File: config.mk
export PLATFORM = sky130hd
export DESIGN_NAME = execute_stage
export DESIGN_NICKNAME = d
export VERILOG_FILES = /design/src/cpu16_pkg.sv /design/src/execute_stage.sv
export SDC_FILE = /design/constraint.sdc
export NUM_CORES = 1
export LEC_CHECK = 0
export ABC_AREA = 1
export BUFFER_PORTS_ARGS = -buffer_cell sky130_fd_sc_hd__buf_4
export CAP_MARGIN = 20
export CORE_ASPECT_RATIO = 0.8
export CORE_MARGIN = 2
export CORE_UTILIZATION = 44
export DETAILED_ROUTE_END_ITERATION = 10
export HOLD_SLACK_MARGIN = 0.06
export PLACE_DENSITY = 0.68
export SETUP_SLACK_MARGIN = 0.3
export SLEW_MARGIN = 20
export SYNTH_ARGS = -nofsm -noshare
export SYNTH_HDL_FRONTEND = slang
export SYNTH_SLANG_ARGS = --single-unit
File: constraint.sdc
create_clock -name clk -period 5.2 [get_ports clk]
set_clock_uncertainty 0.2 [all_clocks]
set_input_delay 1.04 -clock clk [delete_from_list [all_inputs] [get_ports clk]]
set_output_delay 1.04 -clock clk [all_outputs]
set_load 0.005 [all_outputs]
File: src/cpu16_pkg.sv
`default_nettype none

package cpu16_pkg;

	// Datapath and register index widths
	localparam int XLEN   = 16;
	localparam int REG_AW = 4;

	// Instruction layout
	// [15:12] opcode, [11:8] rd or imm, [7:4] rs2 or imm, [3:0] rs1
	typedef enum logic [3:0] {
		OP_ADD  = 4'h0,
		OP_SUB  = 4'h1,
		OP_AND  = 4'h2,
		OP_OR   = 4'h3,
		OP_XOR  = 4'h4,
		OP_SLL  = 4'h5,
		OP_SRL  = 4'h6,
		OP_ADDI = 4'h7,
		OP_LW   = 4'h8,
		OP_SW   = 4'h9,
		OP_BEQ  = 4'hA,
		OP_BNE  = 4'hB,
		OP_HALT = 4'hC
	} opcode_t;

	// Codes D to F do nothing, F is used for flushed slots
	localparam logic [XLEN-1:0] NOP_INSTR = 16'hF000;

	// Same order as the register-register opcodes
	typedef enum logic [2:0] {
		ALU_ADD = 3'd0,
		ALU_SUB = 3'd1,
		ALU_AND = 3'd2,
		ALU_OR  = 3'd3,
		ALU_XOR = 3'd4,
		ALU_SLL = 3'd5,
		ALU_SRL = 3'd6
	} alu_op_t;

	// Operand source in execute
	typedef enum logic [1:0] {
		FWD_REG = 2'd0,
		FWD_MEM = 2'd1,
		FWD_WB  = 2'd2
	} fwd_sel_t;

	typedef enum logic {
		WB_ALU  = 1'b0,
		WB_LOAD = 1'b1
	} wb_sel_t;

endpackage

`default_nettype wire

File: src/execute_stage.sv
`default_nettype none

module execute_stage
	import cpu16_pkg::*;
(
	input  logic              clk,
	input  logic              rst,
	input  logic [XLEN-1:0]   ex_a,
	input  logic [XLEN-1:0]   ex_b,
	input  logic [XLEN-1:0]   ex_imm,
	input  logic [REG_AW-1:0] ex_rd,
	input  alu_op_t           ex_alu_op,
	input  logic              ex_use_imm,
	input  logic              ex_reg_we,
	input  logic              ex_mem_we,
	input  logic              ex_is_load,
	input  logic              ex_halt,
	input  fwd_sel_t          fwd_a,
	input  fwd_sel_t          fwd_b,
	input  logic [XLEN-1:0]   mem_fwd_value,
	input  logic [XLEN-1:0]   wb_fwd_value,
	output logic [XLEN-1:0]   mem_alu,
	output logic [XLEN-1:0]   mem_store_data,
	output logic [REG_AW-1:0] mem_rd,
	output logic              mem_reg_we,
	output logic              mem_mem_we,
	output logic              mem_is_load,
	output logic              mem_halt
);
	logic [XLEN-1:0] src_a;
	logic [XLEN-1:0] src_b;
	logic [XLEN-1:0] alu_b;
	logic [XLEN-1:0] alu_y;

	function automatic logic [XLEN-1:0] pick(
		input fwd_sel_t        sel,
		input logic [XLEN-1:0] reg_val,
		input logic [XLEN-1:0] mem_val,
		input logic [XLEN-1:0] wb_val
	);
		case (sel)
			FWD_MEM: return mem_val;
			FWD_WB:  return wb_val;
			default: return reg_val;
		endcase
	endfunction

	//////////////////////////////
	// Operand select
	assign src_a = pick(fwd_a, ex_a, mem_fwd_value, wb_fwd_value);
	assign src_b = pick(fwd_b, ex_b, mem_fwd_value, wb_fwd_value);
	// Forwarded B stays the store data even when imm feeds the ALU
	assign alu_b = ex_use_imm ? ex_imm : src_b;

	// ALU, shift amount from low 4 bits of B
	always_comb begin
		case (ex_alu_op)
			ALU_SUB: alu_y = src_a - alu_b;
			ALU_AND: alu_y = src_a & alu_b;
			ALU_OR:  alu_y = src_a | alu_b;
			ALU_XOR: alu_y = src_a ^ alu_b;
			ALU_SLL: alu_y = src_a << alu_b[3:0];
			ALU_SRL: alu_y = src_a >> alu_b[3:0];
			default: alu_y = src_a + alu_b;
		endcase
	end

	//////////////////////////////
	// Execute/memory register
	always_ff @(posedge clk) begin
		if (rst) begin
			mem_reg_we  <= 1'b0;
			mem_mem_we  <= 1'b0;
			mem_is_load <= 1'b0;
			mem_halt    <= 1'b0;
		end else begin
			mem_reg_we  <= ex_reg_we;
			mem_mem_we  <= ex_mem_we;
			mem_is_load <= ex_is_load;
			mem_halt    <= ex_halt;
		end
	end

	always_ff @(posedge clk) begin
		mem_alu        <= alu_y;
		mem_store_data <= src_b;
		mem_rd         <= ex_rd;
	end

endmodule

`default_nettype wire

==> impl_summary.txt <==
----------------------------------------------------
[Outcome]
  Result of the run ... complete, no violations

[Yosys]
  Number of instances in the synthesized netlist ... 883
  Cell types with the largest area share after synthesis ... sky130_fd_sc_hd__nand2_1 (18%), sky130_fd_sc_hd__nand3_1 (17%), sky130_fd_sc_hd__dfxtp_1 (15%)
  Most common cell in the synthesized netlist ... sky130_fd_sc_hd__nand2_1
  Total of warnings raised by yosys ... 0
  Async set-reset flop share out of synthesis ... 0%
  Portion of the post-synthesis area used by sequential elements ... between 15 and 20%
  Cell type with the largest total area after synthesis ... sky130_fd_sc_hd__nand2_1
  Syn_area_per_cell ... about 6 sq um
  Top-area cell type share of the netlist area ... between 10% and 20%
  Count of state elements after synthesis ... 40
  Post-synthesis net count ... ~1.0k
  Mapped cell area ... about 0.0053 sq mm
  Most common flop cell mapped by yosys ... sky130_fd_sc_hd__dfxtp_1
  Count of flip-flops with a built-in enable after synthesis ... 0
  Synth unique cells ... 49
  Leading post-synthesis cells by instance count ... sky130_fd_sc_hd__nand2_1 (249), sky130_fd_sc_hd__nand3_1 (177), sky130_fd_sc_hd__inv_1 (91)

[Critical path]
  Largest delay share family, worst path ... simple AND/OR/NAND/NOR gates
  Cell with the largest stage delay on the worst path ... sky130_fd_sc_hd__ha_1
  Type of the worst setup path ... in2reg
  WP buf/inv ... 4
  Worst endpoint data arrival time ... roughly 4400 ps
  First element of the critical path ... fwd_b[0]
  Kind of capture point of the worst setup path ... flop
  Delay contributed by the slowest stage of the critical path ... around 360 ps
  Number of cells on the critical path ... 21
  Critical path cell sequence ... buf_4 > inv_1 > ha_1 > inv_2 > nand2_1 > nand3_1 > nand2_1 > ha_1 > inv_1 > nor3_4 > nand2_2 > nor2_4 > a21oi_1 > xor2_1 > ha_1 > a21oi_1 > o21a_1 > o211ai_1 > or2_2 > nand3_1 > nand3_1
  Worst setup endpoint ... mem_alu[11]
  Setup crit start kind ... input pin
  Worst-path maximum fanout ... 29
  Data required time at the worst endpoint ... 5170 ps

[Final layout]
  Layout cell share with drive strength beyond 1 ... between 20% and 30%
  Register cell area after layout ... approximately 800 sq um
  Area of the multi-input gates ... 0.00394 sq mm
  Fillers ... approximately 1.2k
  Number of non-filler instances in the completed layout ... approximately 1.2k
  Number of inserted diodes ... 0
  Core occupancy in the finished layout ... a little under three fifths
  Post-layout net count ... between 1k and 1.5k
  Area growth from synthesis to final layout ... 25.1%

[Clocking]
  CTS tree ... built
  Total number of H-tree levels ... 2
  Buffers from clock root to sink, at most ... 2
  Clock-pin slew reported for the worst setup and hold paths after clock tree synthesis ... ~60 ps
  Number of buffers added by the clock tree synthesis step ... 5
  Post-cts sizing count ... 0
  Clock root buffer ... sky130_fd_sc_hd__clkbuf_16
  # hold bufs at CTS ... 0
  Clock Sinks ... 40
  Post-CTS Repair Setup Buffers ... 0

[STA]
  Fin worst setup slack ... about 760 ps
  Max-slew violations ... 0
  Final hold violation count ... 0
  Final min period ... around 4400 ps
  Number of failing setup endpoints in the final timing report ... 0
  TNS Setup ... 0 ps
  Slew at the pin closest to its max-slew limit ... around 880 ps
  Highest attainable clock frequency ... about 0.23 GHz
  Final Cycle Share ... 85.4%
  Setup repair after global routing missed its margin ... false
  Slew Limit Headroom ... between 40 and 50%

[Pwr]
  Leakage power summed over all cells ... 0.00353 uW
  Worst vdd rail ir drop ... around 0.14 mV
  Power density over the cells ... approximately 260 mW/mm^2

[Placement]
  Routability congestion estimate ... just under 1
  Count of input and output buffers ... 137
  Post-placement worst setup slack ... just under 500 ps
  Placed Cells incl. Taps ... between 1k and 1.5k
  Detailed placer's ending HPWL ... roughly 15 mm

[GRT]
  Largest net degree at the start of global routing ... 34
  Final global-route overflow total ... 0
  Combined global-route utilization of all metal layers ... 30.6%
  Via count of the first global-routing pass ... 6015
  First-pass GRT wire length ... a little over 30 mm
  Antenna violations before repair ... 0

[Routing]
  Iteration-0 DRC Markers ... about 800
  Number of search-and-repair iterations in the first detailed-routing pass ... 9
  Average wire per standard cell ... approximately 17 microns
  Per-cell via count in the routed design ... roughly 5.6
  Routed wire length ... 19.5 mm
  Routed vias ... roughly 6.5k
  Number of design rule violations left after detail routing ... 0
  Final ANT Viol Nets ... 0

[Floorplanning]
  Core Footprint ... between 0.01 and 0.015 sq mm
  Vert. Die Dim ... just over 100 microns
  Full die area ... about 0.013 sq mm
  Initial standard-cell utilization of the core ... a little under half
  Standard-cell rows ... 35
  X dimension of the die ... 127 microns
  Number of top-level pins ... between 100 and 150

[Hold path]
  Type of the most critical hold path ... in2reg

[Job]
  Total of max-cap violations ... 0

----------------------------------------------------
[stage by stage]
stage | instance area [sq um] | power (uW) | hold WS (ps)
2_1_floorplan | 5310 | 1010 | 868
3_3_place_gp | 6470 | 1360 | 944
3_5_place_dp | 6470 | 1360 | 947
4_1_cts | 6640 | 1740 | 640
5_1_grt | 6640 | 1890 | 637
6_report | 6640 | 1750 | 641
[area by class of cell]
cell class | instances | area share (%)
Clock buffer | 5 | 1.88
Tap cell | 148 | 2.79
Clock inverter | 3 | 0.641
Multi-Input combinational cell | 707 | 59.3
Timing Repair Buffer | 157 | 17.7
Inverter | 98 | 5.54
Sequential cell | 40 | 12.1
[worst min-delay path by stage]
stage / to / cells after the start / start
2_1_floorplan: mem_rd[0] / 0 / ex_rd[0]
3_3_place_gp: mem_rd[0] / 1 / ex_rd[0]
3_5_place_dp: mem_rd[1] / 1 / ex_rd[1]
4_1_cts: mem_rd[1] / 1 / ex_rd[1]
5_1_grt: mem_rd[2] / 1 / ex_rd[2]
6_report: mem_rd[1] / 1 / ex_rd[1]
[per-layer routing]
metal	routed length [microns]	track usage [%]	vias up
met2	8350	48.6	366
met1	8510	42.0	2915
met3	2110	6.13	54
li1	-	-	3157
met4	559	10.2	0
met5	0	0	-
[cell families (layout without fill, tap and decap cells)]
group	count (synthesis)	in the layout	synth area share [%]
AND/OR/NAND/NOR	534	534	46.3
buffers and inverters	136	263	10.7
AO/OA/AOI/OAI	97	97	11.0
adder cells (fa/ha/maj)	58	58	13.8
flip-flops	40	40	15.1
XOR/XNOR	18	18	3.11
[power breakdown]
part | switching [uW] | total (uW) | internal [uW]
Sequential | 19.0 | 386 | 367
Combinational | 599 | 990 | 391
Clock | 148 | 374 | 226
[placed cells by master (no fill, tap or decap), types with 7 or more instances in the layout]
cell and count:
sky130_fd_sc_hd__a21oi_1 29, sky130_fd_sc_hd__buf_4 157, sky130_fd_sc_hd__dfxtp_1 40, sky130_fd_sc_hd__ha_1 57, sky130_fd_sc_hd__inv_1 91, sky130_fd_sc_hd__inv_2 7, sky130_fd_sc_hd__nand2_1 249, sky130_fd_sc_hd__nand2_2 18
sky130_fd_sc_hd__nand3_1 177, sky130_fd_sc_hd__nand4_1 13, sky130_fd_sc_hd__nor2_1 39, sky130_fd_sc_hd__o211ai_1 10, sky130_fd_sc_hd__o21ai_0 21, sky130_fd_sc_hd__o21ai_1 14, sky130_fd_sc_hd__or2_0 7, sky130_fd_sc_hd__xor2_1 14
[sequential cells by signal, indices dropped and copies added, names as in the netlist]
signal,flops
mem_rd,4
mem_alu,16
mem_halt,1
mem_is_load,1
mem_mem_we,1
mem_store_data,16
mem_reg_we,1
No activity file was read; power rests on OpenSTA's default activity.
