==> config.mk <==
export PLATFORM = sky130hd
export DESIGN_NAME = decode_stage
export DESIGN_NICKNAME = d
export VERILOG_FILES = /design/src/cpu16_pkg.sv /design/src/decode_stage.sv /design/src/reg_file.sv
export SDC_FILE = /design/constraint.sdc
export NUM_CORES = 1
export LEC_CHECK = 0
export ABC_AREA = 1
export ABC_CLOCK_PERIOD_IN_PS = 2700
export BUFFER_PORTS_ARGS = -buffer_cell sky130_fd_sc_hd__buf_2
export CAP_MARGIN = 15
export CORE_AREA = 2 2 245 247
export DETAILED_ROUTE_END_ITERATION = 10
export DIE_AREA = 0 0 247 249
export GPL_TIMING_DRIVEN = 0
export PLACE_DENSITY_LB_ADDON = 0.3
export SKIP_CTS_REPAIR_TIMING = 1
export SYNTH_ARGS = -nofsm -noshare
export SYNTH_HDL_FRONTEND = slang
export SYNTH_SLANG_ARGS = --single-unit
export TNS_END_PERCENT = 20
==> constraint.sdc <==
create_clock -name clk -period 2.7 [get_ports clk]
set_input_delay 0.54 -clock clk [delete_from_list [all_inputs] [get_ports clk]]
set_output_delay 0.54 -clock clk [all_outputs]
set_load 0.01 [all_outputs]
==> src/cpu16_pkg.sv <==
`default_nettype none

package cpu16_pkg;

	// Datapath and register index widths
	localparam int XLEN   = 16;
	localparam int REG_AW = 4;

	// Instruction layout
	// [15:12] opcode, [11:8] rd or imm, [7:4] rs2 or imm, [3:0] rs1
	typedef enum logic [3:0] {
		OP_ADD  = 4'h0,
		OP_SUB  = 4'h1,
		OP_AND  = 4'h2,
		OP_OR   = 4'h3,
		OP_XOR  = 4'h4,
		OP_SLL  = 4'h5,
		OP_SRL  = 4'h6,
		OP_ADDI = 4'h7,
		OP_LW   = 4'h8,
		OP_SW   = 4'h9,
		OP_BEQ  = 4'hA,
		OP_BNE  = 4'hB,
		OP_HALT = 4'hC
	} opcode_t;

	// Codes D to F do nothing, F is used for flushed slots
	localparam logic [XLEN-1:0] NOP_INSTR = 16'hF000;

	// Same order as the register-register opcodes
	typedef enum logic [2:0] {
		ALU_ADD = 3'd0,
		ALU_SUB = 3'd1,
		ALU_AND = 3'd2,
		ALU_OR  = 3'd3,
		ALU_XOR = 3'd4,
		ALU_SLL = 3'd5,
		ALU_SRL = 3'd6
	} alu_op_t;

	// Operand source in execute
	typedef enum logic [1:0] {
		FWD_REG = 2'd0,
		FWD_MEM = 2'd1,
		FWD_WB  = 2'd2
	} fwd_sel_t;

	typedef enum logic {
		WB_ALU  = 1'b0,
		WB_LOAD = 1'b1
	} wb_sel_t;

endpackage

`default_nettype wire

==> src/decode_stage.sv <==
`default_nettype none

module decode_stage
	import cpu16_pkg::*;
(
	input  logic              clk,
	input  logic              rst,
	input  logic [XLEN-1:0]   instr,
	input  logic [XLEN-1:0]   pc,
	input  logic              stall,
	input  logic              wb_reg_we,
	input  logic [REG_AW-1:0] wb_rd,
	input  logic [XLEN-1:0]   wb_data,
	output logic [REG_AW-1:0] rs1,
	output logic [REG_AW-1:0] rs2,
	output logic              uses_rs1,
	output logic              uses_rs2,
	output logic              is_branch,
	output logic              branch_taken,
	output logic [XLEN-1:0]   branch_target,
	output logic              halt_seen,
	output logic [XLEN-1:0]   ex_a,
	output logic [XLEN-1:0]   ex_b,
	output logic [XLEN-1:0]   ex_imm,
	output logic [REG_AW-1:0] ex_rs1,
	output logic [REG_AW-1:0] ex_rs2,
	output logic [REG_AW-1:0] ex_rd,
	output alu_op_t           ex_alu_op,
	output logic              ex_use_imm,
	output logic              ex_reg_we,
	output logic              ex_mem_we,
	output logic              ex_is_load,
	output logic              ex_halt
);
	opcode_t           op;
	logic [REG_AW-1:0] rd;
	logic [XLEN-1:0]   rd1;
	logic [XLEN-1:0]   rd2;
	logic [XLEN-1:0]   imm;
	alu_op_t           alu_op;
	logic              use_imm;
	logic              writes_rd;
	logic              mem_we;
	logic              is_load;

	assign op  = opcode_t'(instr[15:12]);
	assign rd  = instr[11:8];
	assign rs2 = instr[7:4];
	assign rs1 = instr[3:0];

	reg_file reg_file_inst (
		.clk(clk),
		.rst(rst),
		.ra1(rs1),
		.ra2(rs2),
		.rd1(rd1),
		.rd2(rd2),
		.we(wb_reg_we),
		.wa(wb_rd),
		.wd(wb_data)
	);

	//////////////////////////////
	// Control decode
	always_comb begin
		uses_rs1  = 1'b0;
		uses_rs2  = 1'b0;
		is_branch = 1'b0;
		halt_seen = 1'b0;
		alu_op    = ALU_ADD;
		use_imm   = 1'b0;
		writes_rd = 1'b0;
		mem_we    = 1'b0;
		is_load   = 1'b0;
		imm       = '0;
		case (op)
			OP_ADD, OP_SUB, OP_AND, OP_OR, OP_XOR, OP_SLL, OP_SRL: begin
				uses_rs1  = 1'b1;
				uses_rs2  = 1'b1;
				alu_op    = alu_op_t'(instr[14:12]);
				writes_rd = 1'b1;
			end
			OP_ADDI, OP_LW: begin
				uses_rs1  = 1'b1;
				use_imm   = 1'b1;
				imm       = XLEN'(instr[7:4]);
				writes_rd = 1'b1;
				is_load   = (op == OP_LW);
			end
			// Offset sits in the rd field, data comes from rs2
			OP_SW: begin
				uses_rs1 = 1'b1;
				uses_rs2 = 1'b1;
				use_imm  = 1'b1;
				imm      = XLEN'(instr[11:8]);
				mem_we   = 1'b1;
			end
			OP_BEQ, OP_BNE: begin
				uses_rs1  = 1'b1;
				uses_rs2  = 1'b1;
				is_branch = 1'b1;
			end
			OP_HALT: halt_seen = 1'b1;
			default: ;
		endcase
	end

	// Branch resolution against the branch's own PC
	assign branch_target = pc + XLEN'(instr[11:8]);
	assign branch_taken  = !stall && is_branch && ((op == OP_BEQ) == (rd1 == rd2));

	//////////////////////////////
	// Decode/execute register
	always_ff @(posedge clk) begin
		if (rst || stall) begin
			ex_reg_we  <= 1'b0;
			ex_mem_we  <= 1'b0;
			ex_is_load <= 1'b0;
			ex_halt    <= 1'b0;
		end else begin
			ex_reg_we  <= writes_rd && (rd != '0);
			ex_mem_we  <= mem_we;
			ex_is_load <= is_load;
			ex_halt    <= halt_seen;
		end
	end

	always_ff @(posedge clk) begin
		ex_a       <= rd1;
		ex_b       <= rd2;
		ex_imm     <= imm;
		ex_rs1     <= rs1;
		ex_rs2     <= rs2;
		ex_rd      <= rd;
		ex_alu_op  <= alu_op;
		ex_use_imm <= use_imm;
	end

endmodule

`default_nettype wire

==> src/reg_file.sv <==
`default_nettype none

module reg_file
	import cpu16_pkg::*;
(
	input  logic              clk,
	input  logic              rst,
	input  logic [REG_AW-1:0] ra1,
	input  logic [REG_AW-1:0] ra2,
	output logic [XLEN-1:0]   rd1,
	output logic [XLEN-1:0]   rd2,
	input  logic              we,
	input  logic [REG_AW-1:0] wa,
	input  logic [XLEN-1:0]   wd
);
	logic [XLEN-1:0] regs [2**REG_AW];

	always_ff @(posedge clk) begin
		if (rst) begin
			for (int i = 0; i < 2**REG_AW; i++) begin
				regs[i] <= '0;
			end
		end else if (we && wa != '0) begin
			regs[wa] <= wd;
		end
	end

	// Writeback value goes straight through in the same cycle
	assign rd1 = (we && wa != '0 && wa == ra1) ? wd : regs[ra1];
	assign rd2 = (we && wa != '0 && wa == ra2) ? wd : regs[ra2];

	assert property (@(posedge clk) disable iff (rst) (ra1 == '0) |-> (rd1 == '0));

endmodule

`default_nettype wire

==> flow_metrics.py <==
metrics = {
    "status": {
        "outcome": "finished with violations",
        "violations": "negative setup slack",
    },
    "floorplan": {
        "die_h_um": 249,
        "row_count": 89,
        "die-area_sq_mm": 0.06150,
        "core_sq_mm": 0.05869,
        "chipWidth_um": 247,
        "ios": 153,
        "initial_core_util_pct": 29.84,
    },
    "sta": {
        "hold_viol": 0,
        "setup_tns_ns": -1.524,
        "finalMaxSlewViolations": 0,
        "finalClockSkew_ns": 0.03029,
        "worst_slew_pin_slew_ns": 1.462,
        "period_share_pct": 126.0,
        "fmax_mhz": 294.0,
        "report.final.setup_viol": 6,
        "period_needed_ns": 3.401,
        "relSlewSlack_pct": 2.526,
        "rsz0062_at_grt": "yes",
        "setup_ws_ns": -0.7010,
    },
    "pwr": {
        "max-vdd-ir-drop_mv": 0.3519,
        "p_per_area_mw_per_mm2": 609.0,
        "leakagePower_nw": 9.966,
        "total_power_mw": 13.12,
    },
    "global_route": {
        "grt_max_degree": 17,
        "antenna_found_initial": 1,
        "grt_pass1_vias": 16360,
        "grt_util_all_layers_pct": 25.31,
        "grt_pass1_wl_mm": 112.8,
        "globalRouteOverflowTotal": 0,
    },
    "worst_hold_path": {
        "hp-class": "input port to flop",
    },
    "route": {
        "via_per_inst": 5.248,
        "first_iter_violations": 2586,
        "vias": 17500,
        "postRouteAntennaNets": 0,
        "totalWireLength_mm": 79.41,
        "wl_per_cell_um": 23.82,
        "drc": 0,
        "drtPass1Iterations": 8,
    },
    "run": {
        "cap_viol_max_count": 0,
    },
    "worst_setup_path": {
        "critPathMaxFanout": 10,
        "critPathCaptureType": "primary output",
        "worstSetupPathType": "input port to primary output",
        "required_ns": 2.16,
        "start_kind": "input port",
        "worstPathArrival_ns": 2.86,
    },
    "placement": {
        "pre_cts_slack_ns": -1.539,
        "hpwlAfterDp_mm": 58.33,
        "portBuffers": 140,
        "place_inst": 3259,
        "gp_congestion": 1.030,
    },
    "cells_and_area": {
        "drive_gt1_share_pct": 16.61,
        "syn_to_final_growth_pct": 23.02,
        "fin_nets": 2592,
        "final_util_pct": 36.71,
        "stdcell_count": 3334,
    },
    "logic_synthesis": {
        "ys_types": 33,
        "ys_seq_area_share_pct": 50.30,
        "syn_area_per_cell_sq_um": 7.555,
        "syn_area_sq_mm": 0.01751,
        "yosys_warnings": 0,
        "synth-seq-cells": 312,
        "syn_inst": 2318,
    },
    "clock_tree": {
        "cts_inserted_buffers": 37,
        "cts_tree": "done",
        "cts_num_sinks": 312,
        "clkLatencyLatePin_ns": 0.57,
        "clock_path_buffers": 3,
        "clk_pin_slew_ns": 0.06,
        "htree_levels": 2,
        "clockRootBuffer": "clkbuf_16",
    },
}
[flip-flops by register name (all words and copies together), names as in the netlist]
name	flops
ex_halt	1
ex_rd	4
ex_b	16
ex_reg_we	1
ex_a	16
ex_rs1	4
ex_is_load	1
ex_imm	4
ex_use_imm	1
ex_rs2	4
ex_alu_op	3
ex_mem_we	1
reg_file_inst.regs	256
[metal layers]
layer / global-route usage [%] / routed length, um / up-vias
li1: - / - / 7835
met1: 33.32 / 31290 / 8253
met3: 7.218 / 9581 / 249
met4: 13.06 / 4347 / 0
met5: 0 / 0 / -
met2: 37.55 / 34190 / 1159
[synth_stat cells]
library cell  count  area (sq um)
inv_2             6         22.52
a21oi_1          14         70.07
clkbuf_1         61         229.0
o21bai_1          1         7.510
or2_2             1         6.260
nand4_1           3         18.77
xnor2_1           7         61.31
conb_1            1         3.750
nor3b_1           2         15.01
clkinv_1         15         56.30
o21ai_0          18         90.09
buf_6             9         101.4
xor2_1           10         87.58
a211oi_1          1         7.510
buf_4            22         165.2
ha_1              4         50.05
o22ai_1           5         31.28
a31oi_1           1         6.260
o21ai_1           2         10.01
o211ai_1         58         435.4
nor3_1            5         25.02
buf_1            12         45.04
fa_1              1         20.02
dfxtp_1          56          1121
nor2_1          317          1190
nand3_1         389          1947
nand2_2           1         6.260
nand2_1         727          2729
nor4_1            1         6.260
buf_2            65         325.3
edfxtp_1        256          7687
a21boi_2          1         11.26
inv_1           246         923.4
[cells by family after synthesis]
logic type                 count (synthesis)  share of synthesized area, %
other                                      1                       0.02141
buffers and inverters                    436                         10.67
DFF                                      312                         50.30
and+or+nand+nor                         1446                         33.94
adders and majority gates                  5                        0.4001
xor gates and xnor gates                  17                        0.8502
AOI/OAI and AO/OA                        101                         3.823
[cell usage in the layout, fill, tap and decap left out, drive strengths merged]
cell      instances
edfxtp          256
nor3              5
inv             252
bufinv            2
a211oi            1
dfxtp            56
or2               1
nor2            317
buf             240
xor2             10
nand4             3
ha                4
clkbuf          127
nor4              1
o21ai            20
fa                1
o211ai           58
a21boi            1
conb             28
a31oi             1
o21bai            1
clkinv           27
clkinvlp          2
nand3           389
diode             2
nand2           728
o22ai             5
xnor2             7
a21oi            14
nor3b             2
[path summary, 6_finish.rpt]
| check | startpoint | to | slack (ns) | cells past startpoint |
|---|---|---|---|---|
| hold reg to reg | reg_file_inst.regs[0][6] | ex_a[6] | 0.84 | 6 |
| hold / removal | instr[3] | ex_rs1[3] | 0.12 | 1 |
| setup reg to reg | reg_file_inst.regs[14][1] | ex_a[1] | 1.35 | 8 |
| setup / recovery | instr[0] | branch_taken | -0.70 | 20 |
[worst max-delay path, stage by stage]
cell,delay [ns]
buf_2,0.14
buf_8,0.15
buf_12,0.15
buf_6,0.16
o211ai_1,0.18
nand3_1,0.13
nand3_2,0.17
nand2_1,0.09
nand2_1,0.07
nand2_1,0.09
nand2_1,0.07
nand2_1,0.05
nor2_1,0.11
nand2_1,0.11
nor2_1,0.14
nand2_2,0.12
nand2_1,0.08
nand2_1,0.05
nor2_1,0.10
buf_2,0.14
[where the power goes]
part           switching, mW  total [mW]  internal [mW]  leakage, nW
Clock                   2.12        5.12           3.00        0.601
Sequential             0.105        5.63           5.52         2.91
Combinational           1.67        2.38          0.707         6.45
[through the flow]
step / hold WS, ns / instance area, sq um
3_3_place_gp: 0.6687 / 19300
3_5_place_dp: 0.6716 / 19320
4_1_cts: 0.09192 / 20530
6_report: 0.1247 / 21540
2_1_floorplan: 0.5677 / 17630
5_1_grt: 0.1152 / 21540
[area by class of cell]
class / instances / area, sq um
plain buffers: 166 / 1350
clock buffers: 51 / 1084
well taps: 773 / 967.2
fillers: 6063 / 37140
flip-flops and latches: 312 / 8808
multi-input cells: 1597 / 7371
diodes: 2 / 5.005
inverters: 267 / 1021
clock inverters: 16 / 130.1
repair buffers: 150 / 807.0
Power figures use the tool's default switching activity.
