File: src/cpu16_pkg.sv
`default_nettype none

package cpu16_pkg;

	// Datapath and register index widths
	localparam int XLEN   = 16;
	localparam int REG_AW = 4;

	// Instruction layout
	// [15:12] opcode, [11:8] rd or imm, [7:4] rs2 or imm, [3:0] rs1
	typedef enum logic [3:0] {
		OP_ADD  = 4'h0,
		OP_SUB  = 4'h1,
		OP_AND  = 4'h2,
		OP_OR   = 4'h3,
		OP_XOR  = 4'h4,
		OP_SLL  = 4'h5,
		OP_SRL  = 4'h6,
		OP_ADDI = 4'h7,
		OP_LW   = 4'h8,
		OP_SW   = 4'h9,
		OP_BEQ  = 4'hA,
		OP_BNE  = 4'hB,
		OP_HALT = 4'hC
	} opcode_t;

	// Codes D to F do nothing, F is used for flushed slots
	localparam logic [XLEN-1:0] NOP_INSTR = 16'hF000;

	// Same order as the register-register opcodes
	typedef enum logic [2:0] {
		ALU_ADD = 3'd0,
		ALU_SUB = 3'd1,
		ALU_AND = 3'd2,
		ALU_OR  = 3'd3,
		ALU_XOR = 3'd4,
		ALU_SLL = 3'd5,
		ALU_SRL = 3'd6
	} alu_op_t;

	// Operand source in execute
	typedef enum logic [1:0] {
		FWD_REG = 2'd0,
		FWD_MEM = 2'd1,
		FWD_WB  = 2'd2
	} fwd_sel_t;

	typedef enum logic {
		WB_ALU  = 1'b0,
		WB_LOAD = 1'b1
	} wb_sel_t;

endpackage

`default_nettype wire

File: src/hazard_unit.sv
`default_nettype none

module hazard_unit
	import cpu16_pkg::*;
(
	input  logic [REG_AW-1:0] id_rs1,
	input  logic [REG_AW-1:0] id_rs2,
	input  logic              id_uses_rs1,
	input  logic              id_uses_rs2,
	input  logic              id_is_branch,
	input  logic              id_branch_taken,
	input  logic [REG_AW-1:0] ex_rd,
	input  logic              ex_reg_we,
	input  logic              ex_is_load,
	input  logic [REG_AW-1:0] ex_rs1,
	input  logic [REG_AW-1:0] ex_rs2,
	input  logic [REG_AW-1:0] mem_rd,
	input  logic              mem_reg_we,
	input  logic              mem_is_load,
	input  logic [REG_AW-1:0] wb_rd,
	input  logic              wb_reg_we,
	output logic              stall,
	output logic              flush,
	output fwd_sel_t          fwd_a,
	output fwd_sel_t          fwd_b
);
	logic id_reads_ex;
	logic id_reads_mem;
	logic load_use;
	logic branch_wait;

	//////////////////////////////
	// Stall and flush
	// Decode source written by the instruction one or two stages ahead
	assign id_reads_ex  = ex_reg_we &&
		((id_uses_rs1 && id_rs1 == ex_rd) || (id_uses_rs2 && id_rs2 == ex_rd));
	assign id_reads_mem = mem_reg_we &&
		((id_uses_rs1 && id_rs1 == mem_rd) || (id_uses_rs2 && id_rs2 == mem_rd));

	// Load data exists only in writeback, one bubble is enough
	assign load_use = ex_is_load && id_reads_ex;

	// Branch compares register file values, so hold until writeback
	assign branch_wait = id_is_branch && (id_reads_ex || id_reads_mem);

	assign stall = load_use || branch_wait;
	assign flush = id_branch_taken;

	//////////////////////////////
	// Forwarding select
	// A load in memory holds only its address, nothing to forward yet
	always_comb begin
		if (mem_reg_we && !mem_is_load && mem_rd == ex_rs1) begin
			fwd_a = FWD_MEM;
		end else if (wb_reg_we && wb_rd == ex_rs1) begin
			fwd_a = FWD_WB;
		end else begin
			fwd_a = FWD_REG;
		end
		if (mem_reg_we && !mem_is_load && mem_rd == ex_rs2) begin
			fwd_b = FWD_MEM;
		end else if (wb_reg_we && wb_rd == ex_rs2) begin
			fwd_b = FWD_WB;
		end else begin
			fwd_b = FWD_REG;
		end
	end

	// A stalled branch must never redirect fetch
	always_comb begin
		assert (!(stall && flush));
	end

endmodule

`default_nettype wire

File: config.mk
export PLATFORM = sky130hd
export DESIGN_NAME = hazard_unit
export DESIGN_NICKNAME = d
export VERILOG_FILES = /design/src/cpu16_pkg.sv /design/src/hazard_unit.sv
export SDC_FILE = /design/constraint.sdc
export NUM_CORES = 1
export LEC_CHECK = 0
export BUFFER_PORTS_ARGS = -buffer_cell sky130_fd_sc_hd__buf_2
export CAP_MARGIN = 20
export CORE_AREA = 2 2 39 41
export DETAILED_ROUTE_END_ITERATION = 16
export DIE_AREA = 0 0 41 43
export MAX_ROUTING_LAYER = met4
export PLACE_DENSITY = 0.79
export SLEW_MARGIN = 0
export SYNTH_ARGS = -nofsm -noshare
export SYNTH_HDL_FRONTEND = slang
export SYNTH_SLANG_ARGS = --single-unit
File: constraint.sdc
create_clock -name vclk -period 2.13
set_clock_uncertainty 0.1 [all_clocks]
set_input_delay 0.1065 -clock vclk [all_inputs]
set_output_delay 0.1065 -clock vclk [all_outputs]
set_load 0.02 [all_outputs]
==> results of run 1 <==
Yosys cell counts:
library cell               number  area share, %
sky130_fd_sc_hd__nand3_1        4            4.9
sky130_fd_sc_hd__buf_4          1            1.9
sky130_fd_sc_hd__o21a_1         1            1.9
sky130_fd_sc_hd__nor3_1         5            6.2
sky130_fd_sc_hd__and3_1         1            1.5
sky130_fd_sc_hd__xor2_1        20             43
sky130_fd_sc_hd__nor4_1         3            4.6
sky130_fd_sc_hd__xnor2_1       12             26
sky130_fd_sc_hd__nand2b_1       1            1.5
sky130_fd_sc_hd__nor2_1         2            1.9
sky130_fd_sc_hd__nand4_1        3            4.6
sky130_fd_sc_hd__or4_1          1            1.9
critical path: cells and delay by family:
kind / cells / cell delay (ns)
XOR/XNOR: 1 / 0.17
buffers and inverters: 2 / 0.29
AND/OR/NAND/NOR: 3 / 0.73
where the power goes:
| group | switching (mW) | total [mW] | internal, mW |
|---|---|---|---|
| clock network | 0 | 0 | 0 |
| logic | 0.0556 | 0.116 | 0.0609 |
| registers | 0 | 0 | 0 |
area by class of cell:
class                      count  area, um^2
fill                         156         761
multi-input combinational     53         398
tap                           16        20.0
timing repair buffer          41         205
per-stage QoR:
step | instances | cell area, um^2 | setup slack, ns | hold slack (ns)
floorplan | 54 | 405 | 0.837 | 0.226
global placement | 110 | 623 | 0.662 | 0.113
detailed placement | 110 | 623 | 0.646 | 0.113
CTS | 110 | 623 | 0.640 | 0.113
global route | 110 | 623 | 0.597 | 0.113
finish | 110 | 623 | 0.628 | 0.113
logic make-up (layout without fill, tap and decap cells):
logic type	after synthesis	in the layout	synth area share, %
AO/OA/AOI/OAI	1	1	1.85
XOR/XNOR	32	32	69.1
buffers and inverters	1	41	1.85
AND/OR/NAND/NOR	20	20	27.2
layout by cell type (no fill, tap or decap):
cell type / instances
sky130_fd_sc_hd__nand3_1: 4
sky130_fd_sc_hd__nand4_1: 3
sky130_fd_sc_hd__buf_2: 41
sky130_fd_sc_hd__or4_1: 1
sky130_fd_sc_hd__xnor2_1: 12
sky130_fd_sc_hd__nor2_1: 2
sky130_fd_sc_hd__xor2_1: 20
sky130_fd_sc_hd__and3_1: 1
sky130_fd_sc_hd__nor3_1: 5
sky130_fd_sc_hd__o21a_1: 1
sky130_fd_sc_hd__nand2b_1: 1
sky130_fd_sc_hd__nor4_1: 3
metal layers:
layer | wire (um) | GRT usage, % | part of all wire (%)
met1 | 448 | 19.9 | 39
met3 | 146 | 0 | 13
met5 | 0 | - | 0
met4 | 0 | 0 | 0
met2 | 547 | 23.4 | 48
worst min-delay path by stage:
| stage | from | to | slack (ns) | cells after the start |
|---|---|---|---|---|
| CTS | id_branch_taken | flush | 0.11 | 0 |
| detailed placement | id_branch_taken | flush | 0.11 | 0 |
| global placement | id_branch_taken | flush | 0.11 | 0 |
| floorplan | id_branch_taken | flush | 0.23 | 1 |
| global route | id_branch_taken | flush | 0.11 | 0 |
| finish | id_branch_taken | flush | 0.11 | 0 |
==> metrics.md, run 1 <==
| Metric | Value |
|---|---|
| Row cnt | 14 |
| Post-detailed-routing wire length | 1140 um |
| Number of clock buffers in the layout | 0 |
| Unrepaired setup endpoints after global routing | false |
| Syn-to-layout area delta | 53.7% |
| I/O pin total | 43 |
| Mean instance size in the synthesized netlist | 7.51 um^2 |
| Total gr overflow | 0 |
| Netlist Area Pre-Place | 405 um^2 |
| Data arrival at the endpoint of the critical path | 1.30 ns |
| Number of remaining DRC errors | 0 |
| Final Cycle Share | 70.5% |
| Cell with the largest stage delay on the worst path | sky130_fd_sc_hd__or4_1 |
| Number of design-rule violations left by the first detailed-router iteration | 7 |
| Tmin final | 1.50 ns |
| Cells traversed along the worst timing path | buf_2 > xor2_1 > nor4_1 > and3_1 > or4_1 > buf_2 |
| Largest net degree at the start of global routing | 5 |
| Port Buffer Count | 41 |
| Type of the setup path with the least slack | input port to output pin |
| Die outline width | 41 um |
| Initial core utilization | 29.3% |
| Number of warnings reported in the yosys synthesis log | 0 |
| Sequential cell count | 0 |
| Nets | 133 |
| Required time of the critical path | 1.92 ns |
| Share of the core filled with cells | 45.0% |
| Static Leakage | 0.314 nW |
| Outcome | finished clean |
| Post-CTS setup buffer count | 0 |
| Die Area | 1760 um^2 |
| Startpoint class of the critical path | input port |
| Most repeated library cell on the critical path | sky130_fd_sc_hd__buf_2 |
| Cell Pwr Density | 187 nW/um^2 |
| Count of inserted antenna diode cells | 0 |
| Total via count in the routed design | 506 |
| Max Cap Violations | 0 |
| Hold buffers post-CTS | 0 |
| Resized Gates After CTS | 0 |
| Number of global-route vias before repair | 478 |
| Via-to-Cell Ratio | 4.60 |
| CP endpoint | stall |
| Fin. Hold Viols | 0 |
| Remaining number of nets flagged by the antenna check after routing | 0 |
| Largest incremental delay on the critical path | 0.48 ns |
| Global-route total usage across every layer | 14.1% |
| Slew headroom | 84.6% |
| Total of endpoints with negative setup slack in the final report | 0 |
| Total negative slack | 0 ns |
| Distinct cell type count after synthesis | 12 |
| Final HPWL from detailed placement | 1070 um |
| Class of the tightest hold or removal check | input port to output pin |
| Post-route total power | 116 uW |
| Sequential share of the synthesized area | 0% |
| Number of antenna violations at the first check in global routing | 0 |
| Worst Setup End Kind | output pin |
| Core Area | 1380 um^2 |
| Wire length per cell after detailed routing | 10.4 um |
| Achievable Freq | 0.666 GHz |
| CP startpoint | ex_rd[0] |
| Cells after synthesis | 54 |
| Maximum vdd drop | 0.0000651 V |
| Critical path peak fanout | 2 |
| Net Count, Synth | 91 |
| First drt pass iteration count | 4 |
| Transition time of the tightest slew-check pin | 0.230 ns |
| Final number of max-transition violations | 0 |
| Die height | 43 um |
| Sequential cell area | 0 um^2 |
| Weighted congestion reported at the end of routability-driven placement | 0.927 |
| First-pass GRT wire length | 1850 um |
| Share of post-route cells with drive strength above 1 | 43.6% |
Note: power is estimated with default switching activity, not from simulation.
==> inputs of run 2 (changes only) <==
--- a/config.mk
+++ b/config.mk
@@ -11,7 +11,7 @@
 export DETAILED_ROUTE_END_ITERATION = 16
 export DIE_AREA = 0 0 41 43
 export MAX_ROUTING_LAYER = met4
-export PLACE_DENSITY = 0.79
+export PLACE_DENSITY = 0.82
 export SLEW_MARGIN = 0
 export SYNTH_ARGS = -nofsm -noshare
 export SYNTH_HDL_FRONTEND = slang
==> constraint.sdc (replaced) <==
create_clock -name vclk -period 1.3
set_clock_uncertainty 0.1 [all_clocks]
set_input_delay 0.065 -clock vclk [all_inputs]
set_output_delay 0.065 -clock vclk [all_outputs]
set_load 0.02 [all_outputs]
==> run 2 against run 1 <==
The run now ends with negative setup slack left. Utilization rose by 6.3 points. Via count rose by 6.7%. Highest routed layer is now met4. Critical endpoint unchanged. Non-clock buffer count rose by 3. First-iteration DRC count rose by 29%. Critical path depth did not move. Final cell count rose by 2.7%. Setup slack got worse by 0.71 ns.
==> metrics.md, run 2 (synthesis gave the netlist of run 1 again) <==
| Metric | Value |
|---|---|
| Outcome | finished, violations left |
| Failing checks | negative setup slack |
| Weighted congestion reported at the end of routability-driven placement | 0.800 (-14%) |
| Die Area | 1760 um^2 (unchanged) |
| Static Leakage | 0.346 nW (+10%) |
| Post-CTS setup buffer count | 0 (unchanged) |
| Switching portion of total power | 44.0% (-3.7 points) |
| Wire length per cell after detailed routing | 10.9 um (+4.9%) |
| Final HPWL from detailed placement | 1050 um (-1.8%) |
| Syn-to-layout area delta | 75.3% |
| Row cnt | 14 (unchanged) |
| Nets | 136 (+2.3%) |
| Total negative slack | -0.0853 ns (-0.0853 ns) |
| Via-to-Cell Ratio | 4.78 (+3.9%) |
| Cell area after placement | 646 um^2 (+3.6%) |
| Global-route total usage across every layer | 14.6% (+0.51 points) |
| Die outline width | 41 um (unchanged) |
| Least setup slack across all paths after layout | -0.0853 ns (-0.713 ns) |
| Type of the setup path with the least slack | input port to output pin |
| Design internal power | 123 uW (+100%) |
| Share of the core filled with cells | 51.4% (+6.3 points) |
| Count of inserted antenna diode cells | 0 (unchanged) |
| Largest net degree at the start of global routing | 5 (unchanged) |
| Share of post-route cells with drive strength above 1 | 47.4% (+3.8 points) |
| Fin. Hold Viols | 0 (unchanged) |
| Total via count in the routed design | 540 (+6.7%) |
| Number of design-rule violations left by the first detailed-router iteration | 9 (+2) |
| Critical path peak fanout | 2 (unchanged) |
| Leading cell types in the layout, fill and taps excluded | sky130_fd_sc_hd__buf_2 (33), sky130_fd_sc_hd__xor2_1 (19), sky130_fd_sc_hd__xnor2_1 (12), sky130_fd_sc_hd__buf_6 (7), sky130_fd_sc_hd__nor3_1 (5) |
| Achievable Freq | 0.722 GHz |
| First-pass GRT wire length | 1910 um (+3.4%) |
| Number of remaining DRC errors | 0 (unchanged) |
| Switching component of the power | 97.0 uW (+75%) |
| Number of global-route vias before repair | 489 (+2.3%) |
| Post-route total power | 220 uW (+89%) |
| Unrepaired setup endpoints after global routing | true |
| Port Buffer Count | 41 (unchanged) |
| Max Cap Violations | 0 (unchanged) |
| Post-detailed-routing wire length | 1230 um (+7.7%) |
| Startpoint class of the critical path | input port |
| Remaining number of nets flagged by the antenna check after routing | 0 (unchanged) |
| Die height | 43 um (unchanged) |
| Sequential Power Share | 0% (unchanged) |
| Core Area | 1380 um^2 (unchanged) |
| Post-Place Setup Slack | -0.0676 ns (-0.714 ns) |
| Number of antenna violations at the first check in global routing | 0 (unchanged) |
| Tmin final | 1.39 ns |
| Hold buffers post-CTS | 0 (unchanged) |
| Total of endpoints with negative setup slack in the final report | 1 (+1) |
| Final instance count without filler cells | 113 (+2.7%) |
| Initial core utilization | 29.3% (unchanged) |
| Maximum vdd drop | 0.000129 V (+99%) |
| Sequential cell area | 0 um^2 (unchanged) |
| Clock power frac | 0% (unchanged) |
| Transition time of the tightest slew-check pin | 0.299 ns (+0.0691 ns) |
| Cell Pwr Density | 310 nW/um^2 (+66%) |
| # placed instances | 113 (+2.7%) |
| First drt pass iteration count | 4 (unchanged) |
| Data arrival at the endpoint of the critical path | 1.22 ns (-0.08 ns) |
| Worst Setup End Kind | output pin |
| Total gr overflow | 0 (unchanged) |
| Class of the tightest hold or removal check | input port to output pin |
| I/O pin total | 43 (unchanged) |
| Final number of max-transition violations | 0 (unchanged) |
| Sequential cell count | 0 (unchanged) |
| Combinational share of power | 100.0% (about the same) |
| Layout Cell Area excl Fill | 711 um^2 (+14%) |
| Required time of the critical path | 1.13 ns (-0.79 ns) |
| Number of clock buffers in the layout | 0 (unchanged) |
| Most common cell after layout, fill and taps aside | sky130_fd_sc_hd__buf_2 |
| Worst hold margin | 0.0300 ns (-0.0831 ns) |
| Final Cycle Share | 107% |
| Slew headroom | 79.9% (-4.7 points) |
run 2: cell count changes in the layout (fill, tap and decap cells not counted), sizes merged:
cell,previous run,this run
buf,41,44
run 2: power groups by stage:
| stage | Sequential [mW] | Combinational [mW] | Clock (mW) |
|---|---|---|---|
| 4_1_cts | 0 | 0.211 | 0 |
| 5_1_grt | 0 | 0.244 | 0 |
| 3_3_place_gp | 0 | 0.196 | 0 |
| 6_report | 0 | 0.220 | 0 |
| 3_5_place_dp | 0 | 0.199 | 0 |
| 2_1_floorplan | 0 | 0.0966 | 0 |
run 2: per-layer routing:
layer  vias to the layer above  track usage, %  part of all wire, %  wire length, um
li1                        273               -                    -                -
met1                       238            22.2                   42              511
met2                        27            22.5                   49              605
met3                         2           0.524                  8.9              109
met4                         0               0                 0.16                2
met5                         -               -                    0                0
run 2: area by class of cell:
cell class,instances,area (um^2)
fillers,134,673
multi-input cells,53,409
well taps,16,20.0
repair buffers,44,282
run 2: final timing paths:
| path | startpoint | endpoint | slack (ns) | depth (start not counted) |
|---|---|---|---|---|
| worst min-delay path | id_branch_taken | flush | 0.03 | 0 |
| worst max-delay path | ex_rd[1] | stall | -0.09 | 6 |
run 2: timing repair:
action                                  4_1_cts  5_1_grt
resized for setup                             7        6
pin swaps                                     6        7
endpoints found under the setup margin        1        1
endpoints found under the hold margin         0        0
run 2: critical path: stages:
cell	delay (ns)
sky130_fd_sc_hd__buf_2	0.10
sky130_fd_sc_hd__xor2_1	0.17
sky130_fd_sc_hd__nor4_1	0.08
sky130_fd_sc_hd__and3_1	0.18
sky130_fd_sc_hd__or4_4	0.47
sky130_fd_sc_hd__buf_6	0.15
==> inputs of run 3 (changes only) <==
--- a/config.mk
+++ b/config.mk
@@ -11,7 +11,7 @@
 export DETAILED_ROUTE_END_ITERATION = 16
 export DIE_AREA = 0 0 41 43
 export MAX_ROUTING_LAYER = met4
-export PLACE_DENSITY = 0.82
+export PLACE_DENSITY = 0.75
 export SLEW_MARGIN = 0
 export SYNTH_ARGS = -nofsm -noshare
 export SYNTH_HDL_FRONTEND = slang
==> run 3 against run 2 <==
The flow still finishes with violations (negative setup slack). Non-clock buffer count increased by 3. Hold slack unchanged. Flip-flop and latch count unchanged. Combinational power increased by 5%. Setup slack improved by 0.056 ns. Critical path depth unchanged. Final area increased by 3.9%. Sequential share of layout area unchanged. First-iteration DRC count decreased by 11%. Highest routed layer unchanged.
==> metrics.md, run 3 (synthesis gave the netlist of run 1 again) <==
| Metric | Value |
|---|---|
| Outcome | finished, violations left |
| Failing checks | negative setup slack |
| Static Leakage | 0.360 nW (+4.2%) |
| Max Cap Violations | 0 (unchanged) |
| Combinational share of power | 100.0% (about the same) |
| Initial core utilization | 29.3% (unchanged) |
| Port Buffer Count | 41 (unchanged) |
| Die Area | 1760 um^2 (unchanged) |
| Sequential cell area | 0 um^2 (unchanged) |
| Leading cell types in the layout, fill and taps excluded | sky130_fd_sc_hd__buf_2 (33), sky130_fd_sc_hd__xor2_1 (18), sky130_fd_sc_hd__xnor2_1 (12), sky130_fd_sc_hd__buf_6 (7), sky130_fd_sc_hd__buf_4 (7) |
| Achievable Freq | 0.752 GHz (+4.2%) |
| Sum of routed wire segments on met1 | 496 um (-2.9%) |
| Die outline width | 41 um (unchanged) |
| Share of post-route cells with drive strength above 1 | 51.0% (+3.6 points) |
| Tmin final | 1.33 ns (-0.0560 ns) |
| Slew headroom | 81.8% (+1.9 points) |
| Worst Setup End Kind | output pin |
| Via-to-Cell Ratio | 4.71 (-1.5%) |
| Met3 routed wirelength | 83 um (-24%) |
| Class of the tightest hold or removal check | input port to output pin |
| Clock power frac | 0% (unchanged) |
| Cell with the largest stage delay on the worst path | sky130_fd_sc_hd__or4_4 |
| Largest incremental delay on the critical path | 0.53 ns (+0.06 ns) |
| Wire length per cell after detailed routing | 11.2 um (+3.3%) |
| Data arrival at the endpoint of the critical path | 1.16 ns (-0.06 ns) |
| Die height | 43 um (unchanged) |
| Critical path peak fanout | 2 (unchanged) |
| Syn-to-layout area delta | 82.1% |
| Number of remaining DRC errors | 0 (unchanged) |
| Core Area | 1380 um^2 (unchanged) |
| Final HPWL from detailed placement | 1130 um (+6.7%) |
| Global-route total usage across every layer | 15.5% (+0.83 points) |
| Remaining number of nets flagged by the antenna check after routing | 0 (unchanged) |
| Number of antenna violations at the first check in global routing | 0 (unchanged) |
| Least setup slack across all paths after layout | -0.0293 ns (+0.0560 ns) |
| Type of the setup path with the least slack | input port to output pin |
| Startpoint class of the critical path | input port |
| Family with the most delay on the worst path | simple AND/OR/NAND/NOR gates |
| Post-Place Setup Slack | -0.117 ns (-0.0495 ns) |
| Nets | 139 (+2.2%) |
| Most common cell after layout, fill and taps aside | sky130_fd_sc_hd__buf_2 |
| Hold buffers post-CTS | 0 (unchanged) |
| First drt pass iteration count | 4 (unchanged) |
| Sequential Power Share | 0% (unchanged) |
| CP startpoint | ex_is_load |
| Number of global-route vias before repair | 546 (+12%) |
| Top routing layer in use | met4 |
| Number of design-rule violations left by the first detailed-router iteration | 8 (-1) |
| Design internal power | 128 uW (+3.8%) |
| Weighted congestion reported at the end of routability-driven placement | 0.810 (+1.3%) |
| Count of inserted antenna diode cells | 0 (unchanged) |
| Switching portion of total power | 44.5% (+0.48 points) |
| Start point of the worst hold path | id_branch_taken |
| Cells traversed along the worst timing path | buf_2 > o21a_1 > nand4_1 > nor3_2 > or4_4 > buf_6 |
| Detailed-routed wire length on met2 | 713 um (+18%) |
| Unrepaired setup endpoints after global routing | true |
| Final Cycle Share | 102% (-4.3 points) |
| Largest net degree at the start of global routing | 4 (-1) |
| Fin. Hold Viols | 0 (unchanged) |
| Post-detailed-routing wire length | 1300 um (+6.0%) |
| Transition time of the tightest slew-check pin | 0.271 ns (-0.0283 ns) |
| Cell Pwr Density | 312 nW/um^2 (+0.78%) |
| Number of clock buffers in the layout | 0 (unchanged) |
| Switching component of the power | 103 uW (+5.8%) |
| Final number of max-transition violations | 0 (unchanged) |
| Row cnt | 14 (unchanged) |
| I/O pin total | 43 (unchanged) |
| Required time of the critical path | 1.13 ns (about the same) |
| First-pass GRT wire length | 1950 um (+2.1%) |
| Total of endpoints with negative setup slack in the final report | 1 (unchanged) |
| Total via count in the routed design | 546 (+1.1%) |
| Maximum vdd drop | 0.000142 V (+9.9%) |
| Post-route total power | 231 uW (+4.7%) |
| Worst Path Buf+Inv | 2 (unchanged) |
| Total gr overflow | 0 (unchanged) |
| Sequential cell count | 0 (unchanged) |
[run 3: final cells by class]
class / instances / area, um^2
multi-input cells: 53 / 422
repair buffers: 47 / 297
fillers: 142 / 646
well taps: 16 / 20.0
[run 3: path summary, 6_finish.rpt]
path,endpoint,cells past startpoint
setup / recovery,stall,6
hold / removal,flush,0
[run 3: through the flow]
step	hold WS [ns]	cells	setup TNS (ns)	util (%)	area, um^2
floorplan	0.143	54	0	-	405
global placement	0.0301	116	-0.0943	48.3	668
detailed placement	0.0301	116	-0.117	48.3	668
CTS	0.0301	116	-0.0328	53.0	733
global route	0.0301	116	-0.0795	53.3	738
finish	0.0300	116	-0.0293	53.3	738
[run 3: power by group through the flow]
stage | combinational (mW) | sequential, mW | clock [mW]
after floorplan | 0.0966 | 0 | 0
after global placement | 0.202 | 0 | 0
after detailed placement | 0.209 | 0 | 0
after CTS | 0.229 | 0 | 0
after global routing | 0.250 | 0 | 0
final | 0.231 | 0 | 0
[run 3: routing by layer]
metal	GRT usage, %	vias to the layer above
met5	-	-
met2	29.1	22
met3	0.524	2
met1	17.5	246
met4	1.33	0
li1	-	276
[run 3: what timing repair did]
| action | 4_1_cts | 5_1_grt |
|---|---|---|
| endpoints found under the setup margin | 1 | 1 |
| resized for setup | 12 | 1 |
| pin swaps | 3 | 0 |
| setup buffers | 0 | 0 |
